File: config.mk
export PLATFORM = sky130hd
export DESIGN_NAME = sleep_tracker_top
export DESIGN_NICKNAME = d
export VERILOG_FILES = /design/src/rtl/sleep_tracker_pkg.sv /design/src/rtl/nn_loader.sv /design/src/rtl/packet_engine.sv /design/src/rtl/record_fifo.sv /design/src/rtl/register_map.sv /design/src/rtl/sleep_tracker_top.sv /design/src/rtl/uart_rx_sequencer.sv
export VERILOG_INCLUDE_DIRS = /design/src /design/src/include
export SDC_FILE = /design/constraint.sdc
export NUM_CORES = 2
export LEC_CHECK = 0
export ABC_AREA = 1
export BUFFER_PORTS_ARGS = -buffer_cell sky130_fd_sc_hd__buf_4
export CAP_MARGIN = 15
export CORE_ASPECT_RATIO = 0.5
export CORE_MARGIN = 5
export CORE_UTILIZATION = 44
export DETAILED_ROUTE_END_ITERATION = 16
export PLACE_DENSITY = 0.63
export SYNTH_ARGS = -nofsm -noshare
export SYNTH_HDL_FRONTEND = slang
export SYNTH_SLANG_ARGS = --single-unit
File: constraint.sdc
create_clock -name clk -period 4.95 [get_ports clk]
set_input_delay 0.99 -clock clk [delete_from_list [all_inputs] [get_ports clk]]
set_output_delay 0.99 -clock clk [all_outputs]
set_load 0.01 [all_outputs]
File: src/include/sleep_tracker_params.svh
// Sizes and bit positions shared by the sleep tracker control unit
// The register map and FIFO depth are assumed to be powers of two
`ifndef SLEEP_TRACKER_PARAMS_SVH
`define SLEEP_TRACKER_PARAMS_SVH

// ====================================================================
// Register map
// ====================================================================
`define REG_MAP_BYTES 256
`define REG_ADDR_W 8
`define CMD_REG_ADDR 128
`define START_BIT 7

// ====================================================================
// Host packet header
// ====================================================================
`define HDR_WRITE_BIT 7
`define HDR_FIFO_BIT 6
`define HDR_COUNT_W 4
`define PKT_COUNT_W 16

// Network inputs, count sits at bits 23 to 16 of each word
`define NN_INPUTS 4
`define NN_ADDR_W 2
`define NN_DATA_W 32
`define NN_COUNT_LSB 16

`define RECORD_FIFO_DEPTH 8

`endif

File: src/rtl/sleep_tracker_pkg.sv
// Record word for the result FIFO, seen as a record or as two bytes
// Both views cover the same 16 bits, class and hi share the upper byte
package sleep_tracker_pkg;

    // Inference result as stored
    typedef struct packed {
        logic [7:0] nn_class;
        logic [7:0] count;
    } record_t;

    // Same word split for byte-wide UART transmit
    typedef struct packed {
        logic [7:0] hi;
        logic [7:0] lo;
    } byte_pair_t;

    typedef union packed {
        record_t    rec;
        byte_pair_t bytes;
    } fifo_word_u;

endpackage

File: src/rtl/nn_loader.sv
// Loads each activity count into every network input, then starts inference
// Counts that arrive while busy are ignored; one result per start is expected
`timescale 1ns/1ps
`include "sleep_tracker_params.svh"

module nn_loader (
    input  logic                          clk,
    input  logic                          reset,
    input  logic                          i_start_enable,
    input  logic                          i_count_valid,
    input  logic [7:0]                    i_count,
    input  logic                          i_nn_done,
    input  logic [7:0]                    i_nn_class,
    output logic [`NN_ADDR_W-1:0]         o_nn_addr,
    output logic [`NN_DATA_W-1:0]         o_nn_data,
    output logic                          o_nn_we,
    output logic                          o_nn_start,
    output logic                          o_push,
    output sleep_tracker_pkg::fifo_word_u o_push_word
);
    typedef enum logic [1:0] {
        NN_IDLE,
        NN_STORE,
        NN_START,
        NN_WAIT
    } state_t;

    state_t state;
    logic [`NN_ADDR_W-1:0] idx_q;
    logic [7:0] count_q;

    always_ff @(posedge clk) begin
        if (reset) begin
            state <= NN_IDLE;
            idx_q <= '0;
        end else begin
            case (state)
                NN_IDLE: begin
                    if (i_start_enable && i_count_valid) state <= NN_STORE;
                end
                NN_STORE: begin
                    if (idx_q == `NN_ADDR_W'(`NN_INPUTS - 1)) state <= NN_START;
                end
                NN_START: state <= NN_WAIT;
                NN_WAIT: begin
                    if (i_nn_done) state <= NN_IDLE;
                end
                default: state <= NN_IDLE;
            endcase
            idx_q <= (state == NN_STORE) ? idx_q + 1'b1 : '0;
        end
    end

    always_ff @(posedge clk) begin
        if (state == NN_IDLE && i_count_valid) begin
            count_q <= i_count;
        end
    end

    assign o_nn_we    = (state == NN_STORE);
    assign o_nn_addr  = idx_q;
    assign o_nn_data  = o_nn_we ? (`NN_DATA_W'(count_q) << `NN_COUNT_LSB) : '0;
    assign o_nn_start = (state == NN_START);

    // Result record goes straight to the FIFO
    assign o_push = (state == NN_WAIT) && i_nn_done;
    always_comb begin
        o_push_word.rec.nn_class = i_nn_class;
        o_push_word.rec.count    = count_q;
    end

endmodule

File: src/rtl/packet_engine.sv
// Host packet decoder: header, address low, address high, then payload or transmit
// Relies on the received byte holding until the next fetch; zero-length packets end at once
`timescale 1ns/1ps
`include "sleep_tracker_params.svh"

module packet_engine (
    input  logic                          clk,
    input  logic                          reset,
    input  logic                          i_byte_valid,
    input  logic [7:0]                    i_rx_byte,
    input  logic                          i_tx_ready,
    output logic                          o_write_strobe,
    output logic [7:0]                    o_write_data,
    output logic                          o_reg_we,
    output logic [`REG_ADDR_W-1:0]        o_reg_addr,
    output logic [7:0]                    o_reg_din,
    input  logic [7:0]                    i_reg_dout,
    input  logic                          i_fifo_empty,
    input  sleep_tracker_pkg::fifo_word_u i_fifo_word,
    output logic                          o_fifo_pop
);
    typedef enum logic [2:0] {
        ST_HEADER,
        ST_ADDR_LO,
        ST_ADDR_HI,
        ST_PAYLOAD,
        ST_WRITE,
        ST_TX_WAIT,
        ST_TX_LOAD,
        ST_TX_SEND
    } state_t;

    state_t state, next_state;
    logic write_q, fifo_q;
    logic [`PKT_COUNT_W-1:0] count_q, base_q, index_q, total_count;
    logic last_byte;
    sleep_tracker_pkg::fifo_word_u tx_word_q;

    // Count as it stands once the high address byte arrives
    assign total_count = fifo_q ? {i_rx_byte, count_q[7:0]} : count_q;
    assign last_byte   = (index_q == count_q - 1'b1);

    // ================================================================
    // Next state
    // ================================================================
    always_comb begin
        next_state = state;
        case (state)
            ST_HEADER: begin
                if (i_byte_valid) next_state = ST_ADDR_LO;
            end
            ST_ADDR_LO: begin
                if (i_byte_valid) next_state = ST_ADDR_HI;
            end
            ST_ADDR_HI: begin
                if (i_byte_valid) begin
                    if (total_count == '0) begin
                        next_state = ST_HEADER;
                    end else begin
                        next_state = write_q ? ST_PAYLOAD : ST_TX_WAIT;
                    end
                end
            end
            ST_PAYLOAD: begin
                if (i_byte_valid) next_state = ST_WRITE;
            end
            ST_WRITE:   next_state = last_byte ? ST_HEADER : ST_PAYLOAD;
            ST_TX_WAIT: begin
                if (i_tx_ready) begin
                    // Empty FIFO only ends the packet at a record boundary
                    if (fifo_q && !index_q[0] && i_fifo_empty) begin
                        next_state = ST_HEADER;
                    end else begin
                        next_state = ST_TX_LOAD;
                    end
                end
            end
            ST_TX_LOAD: next_state = ST_TX_SEND;
            ST_TX_SEND: next_state = last_byte ? ST_HEADER : ST_TX_WAIT;
            default:    next_state = ST_HEADER;
        endcase
    end

    // ================================================================
    // Packet fields and byte index
    // ================================================================
    always_ff @(posedge clk) begin
        if (reset) begin
            state   <= ST_HEADER;
            write_q <= 1'b0;
            fifo_q  <= 1'b0;
            count_q <= '0;
            base_q  <= '0;
            index_q <= '0;
        end else begin
            state <= next_state;
            if (state == ST_HEADER && i_byte_valid) begin
                write_q <= i_rx_byte[`HDR_WRITE_BIT];
                fifo_q  <= i_rx_byte[`HDR_FIFO_BIT] & ~i_rx_byte[`HDR_WRITE_BIT];
                count_q <= `PKT_COUNT_W'(i_rx_byte[`HDR_COUNT_W-1:0]);
                base_q  <= '0;
                index_q <= '0;
            end
            // FIFO reads carry the byte count in the address bytes
            if (state == ST_ADDR_LO && i_byte_valid) begin
                if (fifo_q) count_q[7:0] <= i_rx_byte;
                else base_q[7:0] <= i_rx_byte;
            end
            if (state == ST_ADDR_HI && i_byte_valid) begin
                if (fifo_q) count_q[15:8] <= i_rx_byte;
                else base_q[15:8] <= i_rx_byte;
            end
            if (state == ST_WRITE || state == ST_TX_SEND) begin
                index_q <= index_q + 1'b1;
            end
        end
    end

    // Head record is held here while the FIFO advances
    always_ff @(posedge clk) begin
        if (o_fifo_pop) begin
            tx_word_q <= i_fifo_word;
        end
    end

    assign o_reg_we   = (state == ST_WRITE);
    assign o_reg_addr = base_q[`REG_ADDR_W-1:0] + index_q[`REG_ADDR_W-1:0];
    assign o_reg_din  = i_rx_byte;
    assign o_fifo_pop = (state == ST_TX_LOAD) && fifo_q && !index_q[0];

    // Count byte first, class byte second
    assign o_write_strobe = (state == ST_TX_SEND);
    assign o_write_data   = fifo_q ? (index_q[0] ? tx_word_q.bytes.hi : tx_word_q.bytes.lo)
                                   : i_reg_dout;

endmodule

File: src/rtl/record_fifo.sv
// Circular buffer of result records; pushes into a full FIFO are dropped
// Pops on an empty FIFO are ignored, o_word shows the head entry
`timescale 1ns/1ps
`include "sleep_tracker_params.svh"

module record_fifo (
    input  logic                          clk,
    input  logic                          reset,
    input  logic                          i_push,
    input  sleep_tracker_pkg::fifo_word_u i_push_word,
    input  logic                          i_pop,
    output sleep_tracker_pkg::fifo_word_u o_word,
    output logic                          o_empty
);
    localparam int PTR_W = $clog2(`RECORD_FIFO_DEPTH);

    sleep_tracker_pkg::fifo_word_u mem [`RECORD_FIFO_DEPTH];

    // Extra pointer bit tells full from empty
    logic [PTR_W:0] wr_ptr, rd_ptr;
    logic full, do_push, do_pop;

    assign o_empty = (wr_ptr == rd_ptr);
    assign full    = (wr_ptr[PTR_W] != rd_ptr[PTR_W]) &&
                     (wr_ptr[PTR_W-1:0] == rd_ptr[PTR_W-1:0]);
    assign do_push = i_push && !full;
    assign do_pop  = i_pop && !o_empty;

    always_ff @(posedge clk) begin
        if (reset) begin
            wr_ptr <= '0;
            rd_ptr <= '0;
        end else begin
            if (do_push) wr_ptr <= wr_ptr + 1'b1;
            if (do_pop) rd_ptr <= rd_ptr + 1'b1;
        end
    end

    always_ff @(posedge clk) begin
        if (do_push) begin
            mem[wr_ptr[PTR_W-1:0]] <= i_push_word;
        end
    end

    assign o_word = mem[rd_ptr[PTR_W-1:0]];

endmodule

File: src/rtl/register_map.sv
// Host register map with one cycle read latency, RAM contents not reset
// Only the start bit of the command register is decoded here
`timescale 1ns/1ps
`include "sleep_tracker_params.svh"

module register_map (
    input  logic                   clk,
    input  logic                   reset,
    input  logic                   i_we,
    input  logic [`REG_ADDR_W-1:0] i_addr,
    input  logic [7:0]             i_din,
    output logic [7:0]             o_dout,
    output logic                   o_start_enable
);
    logic [7:0] mem [`REG_MAP_BYTES];

    // Read returns the old contents on a write to the same address
    always_ff @(posedge clk) begin
        if (i_we) begin
            mem[i_addr] <= i_din;
        end
        o_dout <= mem[i_addr];
    end

    // Command register enable
    always_ff @(posedge clk) begin
        if (reset) begin
            o_start_enable <= 1'b0;
        end else if (i_we && i_addr == `REG_ADDR_W'(`CMD_REG_ADDR)) begin
            o_start_enable <= i_din[`START_BIT];
        end
    end

endmodule

File: src/rtl/sleep_tracker_top.sv
// Sleep tracker control unit: UART host packets, register map, inference loader
// Host UART and network block sit outside; all handshakes are single-cycle strobes
`timescale 1ns/1ps
`include "sleep_tracker_params.svh"

module sleep_tracker_top (
    input  logic                  clk,
    input  logic                  reset,
    // UART
    input  logic                  i_rx_ready,
    input  logic                  i_read_valid,
    input  logic [7:0]            i_read_data,
    output logic                  o_read_strobe,
    input  logic                  i_tx_ready,
    output logic                  o_write_strobe,
    output logic [7:0]            o_write_data,
    // Network
    output logic [`NN_ADDR_W-1:0] o_nn_addr,
    output logic [`NN_DATA_W-1:0] o_nn_data,
    output logic                  o_nn_we,
    output logic                  o_nn_start,
    input  logic                  i_nn_done,
    input  logic [7:0]            i_nn_class,
    // Activity count
    input  logic                  i_count_valid,
    input  logic [7:0]            i_count
);
    logic byte_valid;
    logic [7:0] rx_byte;
    logic reg_we;
    logic [`REG_ADDR_W-1:0] reg_addr;
    logic [7:0] reg_din, reg_dout;
    logic start_enable;
    logic fifo_empty, fifo_pop, push;
    sleep_tracker_pkg::fifo_word_u fifo_word, push_word;

    uart_rx_sequencer rx_seq_i (
        .clk           (clk),
        .reset         (reset),
        .i_rx_ready    (i_rx_ready),
        .i_read_valid  (i_read_valid),
        .i_read_data   (i_read_data),
        .o_read_strobe (o_read_strobe),
        .o_byte_valid  (byte_valid),
        .o_rx_byte     (rx_byte)
    );

    packet_engine packet_i (
        .clk            (clk),
        .reset          (reset),
        .i_byte_valid   (byte_valid),
        .i_rx_byte      (rx_byte),
        .i_tx_ready     (i_tx_ready),
        .o_write_strobe (o_write_strobe),
        .o_write_data   (o_write_data),
        .o_reg_we       (reg_we),
        .o_reg_addr     (reg_addr),
        .o_reg_din      (reg_din),
        .i_reg_dout     (reg_dout),
        .i_fifo_empty   (fifo_empty),
        .i_fifo_word    (fifo_word),
        .o_fifo_pop     (fifo_pop)
    );

    register_map regs_i (
        .clk            (clk),
        .reset          (reset),
        .i_we           (reg_we),
        .i_addr         (reg_addr),
        .i_din          (reg_din),
        .o_dout         (reg_dout),
        .o_start_enable (start_enable)
    );

    nn_loader loader_i (
        .clk            (clk),
        .reset          (reset),
        .i_start_enable (start_enable),
        .i_count_valid  (i_count_valid),
        .i_count        (i_count),
        .i_nn_done      (i_nn_done),
        .i_nn_class     (i_nn_class),
        .o_nn_addr      (o_nn_addr),
        .o_nn_data      (o_nn_data),
        .o_nn_we        (o_nn_we),
        .o_nn_start     (o_nn_start),
        .o_push         (push),
        .o_push_word    (push_word)
    );

    record_fifo fifo_i (
        .clk         (clk),
        .reset       (reset),
        .i_push      (push),
        .i_push_word (push_word),
        .i_pop       (fifo_pop),
        .o_word      (fifo_word),
        .o_empty     (fifo_empty)
    );

endmodule

File: src/rtl/uart_rx_sequencer.sv
// Fetches one byte per UART ready indication; read latency may vary
// The captured byte stays stable until the next fetch completes
`timescale 1ns/1ps

module uart_rx_sequencer (
    input  logic       clk,
    input  logic       reset,
    input  logic       i_rx_ready,
    input  logic       i_read_valid,
    input  logic [7:0] i_read_data,
    output logic       o_read_strobe,
    output logic       o_byte_valid,
    output logic [7:0] o_rx_byte
);
    typedef enum logic [1:0] {
        RX_IDLE,
        RX_STROBE,
        RX_WAIT,
        RX_DELIVER
    } state_t;

    state_t state;
    logic [7:0] byte_q;

    always_ff @(posedge clk) begin
        if (reset) begin
            state <= RX_IDLE;
        end else begin
            case (state)
                RX_IDLE:    state <= i_rx_ready ? RX_STROBE : RX_IDLE;
                RX_STROBE:  state <= RX_WAIT;
                RX_WAIT:    state <= i_read_valid ? RX_DELIVER : RX_WAIT;
                RX_DELIVER: state <= RX_IDLE;
                default:    state <= RX_IDLE;
            endcase
        end
    end

    // Byte capture
    always_ff @(posedge clk) begin
        if (state == RX_WAIT && i_read_valid) begin
            byte_q <= i_read_data;
        end
    end

    assign o_read_strobe = (state == RX_STROBE);
    assign o_byte_valid  = (state == RX_DELIVER);
    assign o_rx_byte     = byte_q;

endmodule

==> impl_metrics.json <==
{
  "layout_min_cycle_time_ns": 4.65,
  "yosys.area.top_type_share": 0.734,
  "slew_headroom": 0.161,
  "cp-end-kind": "flop",
  "grt_pass1_vias": 54495,
  "crit_required_ns": 5.74,
  "core_region_area_um2": 204000,
  "die_h_um": 330,
  "multiInputGateArea_um2": 20300,
  "rrSetupSlack_ns": 0.30,
  "root_buffer": "clkbuf_16",
  "clock.fmax_ghz": 0.215,
  "crit_arrival_ns": 5.44,
  "postCtsHoldBufs": 0,
  "synth_top_cells_by_area": "edfxtp_1, nand2_1, a22oi_1, nor2_1, nand4_1",
  "reg2reg_depth": 18,
  "vias_per_cell": 5.57,
  "grt_remaining_overflow": 0,
  "drtIter0Drc": 7082,
  "leakagePower_nw": 34.8,
  "layout-area-overhead-vs-synth_pct": 12.3,
  "routabilityCongestion": 0.858,
  "cts_made_buffers": 201,
  "die_area_um2": 215000,
  "final.setup.tns_ns": 0,
  "grt_setup_unrepaired": "no",
  "drv_cap": 0,
  "cp_common_cell": "nand2_1",
  "antenna_found_initial": 3,
  "yosysWarnings": 0,
  "min_path_cells": 1,
  "cp_cell_sequence": "ha_1 -> fa_1 -> nand2_1 -> inv_8 -> buf_12 -> buf_4 -> nand2_1 -> nand4_1 -> nand2_1 -> nand2_1 -> nand2_1 -> nand3_1 -> nand2_1 -> nand2_1 -> nor2_1 -> nor2_1 -> nor2_1 -> nand2_1",
  "path_max_fanout": 83,
  "status": "finished clean",
  "first_pass_iters": 8,
  "crit_slowest_cell": "fa_1",
  "routed_wirelength_um": 244000,
  "fin_crit_sh": 0.939,
  "ys_types": 52,
  "synth_area_leader_cell": "edfxtp_1",
  "cts_resized": 0,
  "grt_max_degree": 181,
  "synth_seq_cells": 2276,
  "finalPower_mw": 36.9,
  "vias": 57725,
  "synth_edf_count": 2208,
  "io_pins": 77,
  "holdCritStartpoint": "i_count[4]",
  "dpl_worst_slack_ns": 0.382,
  "wl_per_cell_um": 23.5,
  "slowest_delay_ns": 0.75,
  "skew_ns": 0.0283,
  "htreeDepth": 4,
  "cts_setup_buffers": 0,
  "clock_sinks": 2276,
  "nFillCells": 17468,
  "min_to": "loader_i.count_q[4]",
  "path_clk_slew_ns": 0.07,
  "portBuffers": 52,
  "ys_seq_area_frac": 0.749,
  "r2r-start": "packet_i.index_q[0]",
  "finalWorstSetupSlack_ns": 0.304,
  "finalSetupViolCount": 0,
  "power_per_cell_area_nw_per_um2": 364,
  "worstSkewPairLatency_ns": 0.85,
  "initial_core_util": 0.443,
  "drt_drc_violations_left": 0,
  "slew_viol_final": 0,
  "num_rows": 117,
  "start_kind": "flop",
  "grt_pass1_wl_um": 359000,
  "cts_tree": "done",
  "synth_cells": 7287,
  "drive_gt1_frac": 0.0938,
  "synthesis.area_um2": 90300,
  "peakVddDrop_v": 0.000340,
  "hold_viol": 0,
  "worstReg2RegEnd": "regs_i.o_dout[2]",
  "worstSetupPathType": "reg -> reg",
  "dpl.hpwl_um": 145000,
  "hp-class": "in -> reg",
  "async_reset_ff_frac": 0,
  "seq_area_um2": 67700,
  "syn_area_per_cell_um2": 12.4,
  "grt_usage": 0.222,
  "final_nets": 7513,
  "cp-startpoint": "packet_i.index_q[0]",
  "worst_pin_slew_ns": 1.25,
  "clockBufferDepth": 3,
  "synth_ff_type": "edfxtp_1",
  "die_w_um": 651,
  "ant_nets": 0
}
-- worst max path at each step --
stage | depth (start not counted) | end | slack [ns]
5_1_grt | 18 | regs_i.o_dout[0] | 0.12
3_3_place_gp | 18 | regs_i.o_dout[2] | 0.43
2_1_floorplan | 10 | packet_i.state[2] | 0.63
3_5_place_dp | 18 | regs_i.o_dout[2] | 0.38
6_report | 18 | regs_i.o_dout[2] | 0.30
4_1_cts | 18 | regs_i.o_dout[2] | 0.39
-- flip-flops by register name (all words and copies together), names as in the netlist, 3 cells and up --
| signal | count |
|---|---|
| packet_i.tx_word_q | 16 |
| packet_i.count_q | 16 |
| fifo_i.mem | 128 |
| regs_i.o_dout | 8 |
| packet_i.base_q | 8 |
| regs_i.mem | 2048 |
| packet_i.index_q | 16 |
| rx_seq_i.o_rx_byte | 8 |
| loader_i.count_q | 8 |
| fifo_i.rd_ptr | 4 |
| packet_i.state | 3 |
| fifo_i.wr_ptr | 4 |
-- layout by cell type (no fill, tap or decap), drive strengths merged --
master	n
nor2	516
inv	114
bufinv	11
xnor2	11
clkinvlp	4
nand2	2808
a21oi	66
and3	2
ha	20
fa	1
a211oi	8
o221ai	1
nor4	2
clkbuf	271
o21bai	1
and2	1
a31oi	17
o2111ai	1
xor2	14
o211ai	1
clkinv	81
edfxtp	2208
o21ai	119
nand4	274
nand3	238
a22oi	344
buf	360
o311a	1
dfxtp	68
o22ai	17
a31o	2
o21a	1
nand3b	5
conb	24
nor3	15
diode	2
or2	1
a221oi	3
-- cell type report --
class	instances	area share
Sequential cell	2276	0.667
Clock buffer	270	0.0534
Clock inverter	103	0.00864
Multi-Input combinational cell	4514	0.200
Timing Repair Buffer	361	0.0324
Inverter	107	0.00416
Tap cell	2737	0.0338
Antenna cell	2	0.0000494
-- cell usage after synthesis, types with 6 or more instances --
library cell / count
nand2_1: 2789
edfxtp_1: 2208
nor2_1: 503
a22oi_1: 344
buf_2: 280
nand4_1: 274
nand3_1: 236
o21ai_0: 116
inv_1: 88
clkbuf_1: 72
dfxtp_1: 68
a21oi_1: 65
buf_4: 34
ha_1: 20
a31oi_1: 17
buf_1: 17
o22ai_1: 17
inv_2: 14
nor3_1: 14
xor2_1: 12
buf_6: 10
nand2_2: 10
nand2_4: 9
xnor2_1: 9
a211oi_1: 8
nor2_4: 6
-- routing by layer --
metal	track usage	wire, um
met1	0.325	104000
met2	0.340	109000
met3	0.0453	24900
met5	0	13
met4	0.0607	6020
-- per-stage QoR --
step	area, um^2	cells	utilization	hold slack (ns)
after global routing	101000	10368	0.498	0.293
after global placement	95100	9993	0.467	0.451
final	101000	10370	0.498	0.322
after floorplan	90400	7310	-	0.443
after CTS	101000	10366	0.497	0.257
after detailed placement	95100	9993	0.467	0.461
-- power by group --
group / switching, mW / leakage [nW] / internal (mW) / total, mW
Combinational: 0.404 / 11.3 / 0.137 / 0.541
Clock: 6.98 / 3.08 / 8.27 / 15.2
Sequential: 0.0537 / 20.4 / 21.1 / 21.1
Total: 7.44 / 34.8 / 29.5 / 36.9
-- cells by family after synthesis --
logic type / share of synthesized area
other: 0.0000415
adder cells (fa/ha/maj): 0.00299
buffers and inverters: 0.0278
AO/OA/AOI/OAI: 0.0430
flip-flops: 0.749
AND/OR/NAND/NOR: 0.174
XOR/XNOR: 0.00288
-- critical path, delay by kind of cell, from the launching register on --
family / cells / cell delay (ns)
flip-flops: 1 / 0.44
adder cells (fa/ha/maj): 2 / 1.06
buffers and inverters: 3 / 1.08
AND/OR/NAND/NOR: 13 / 1.93
(Power assumes the default switching activity.)
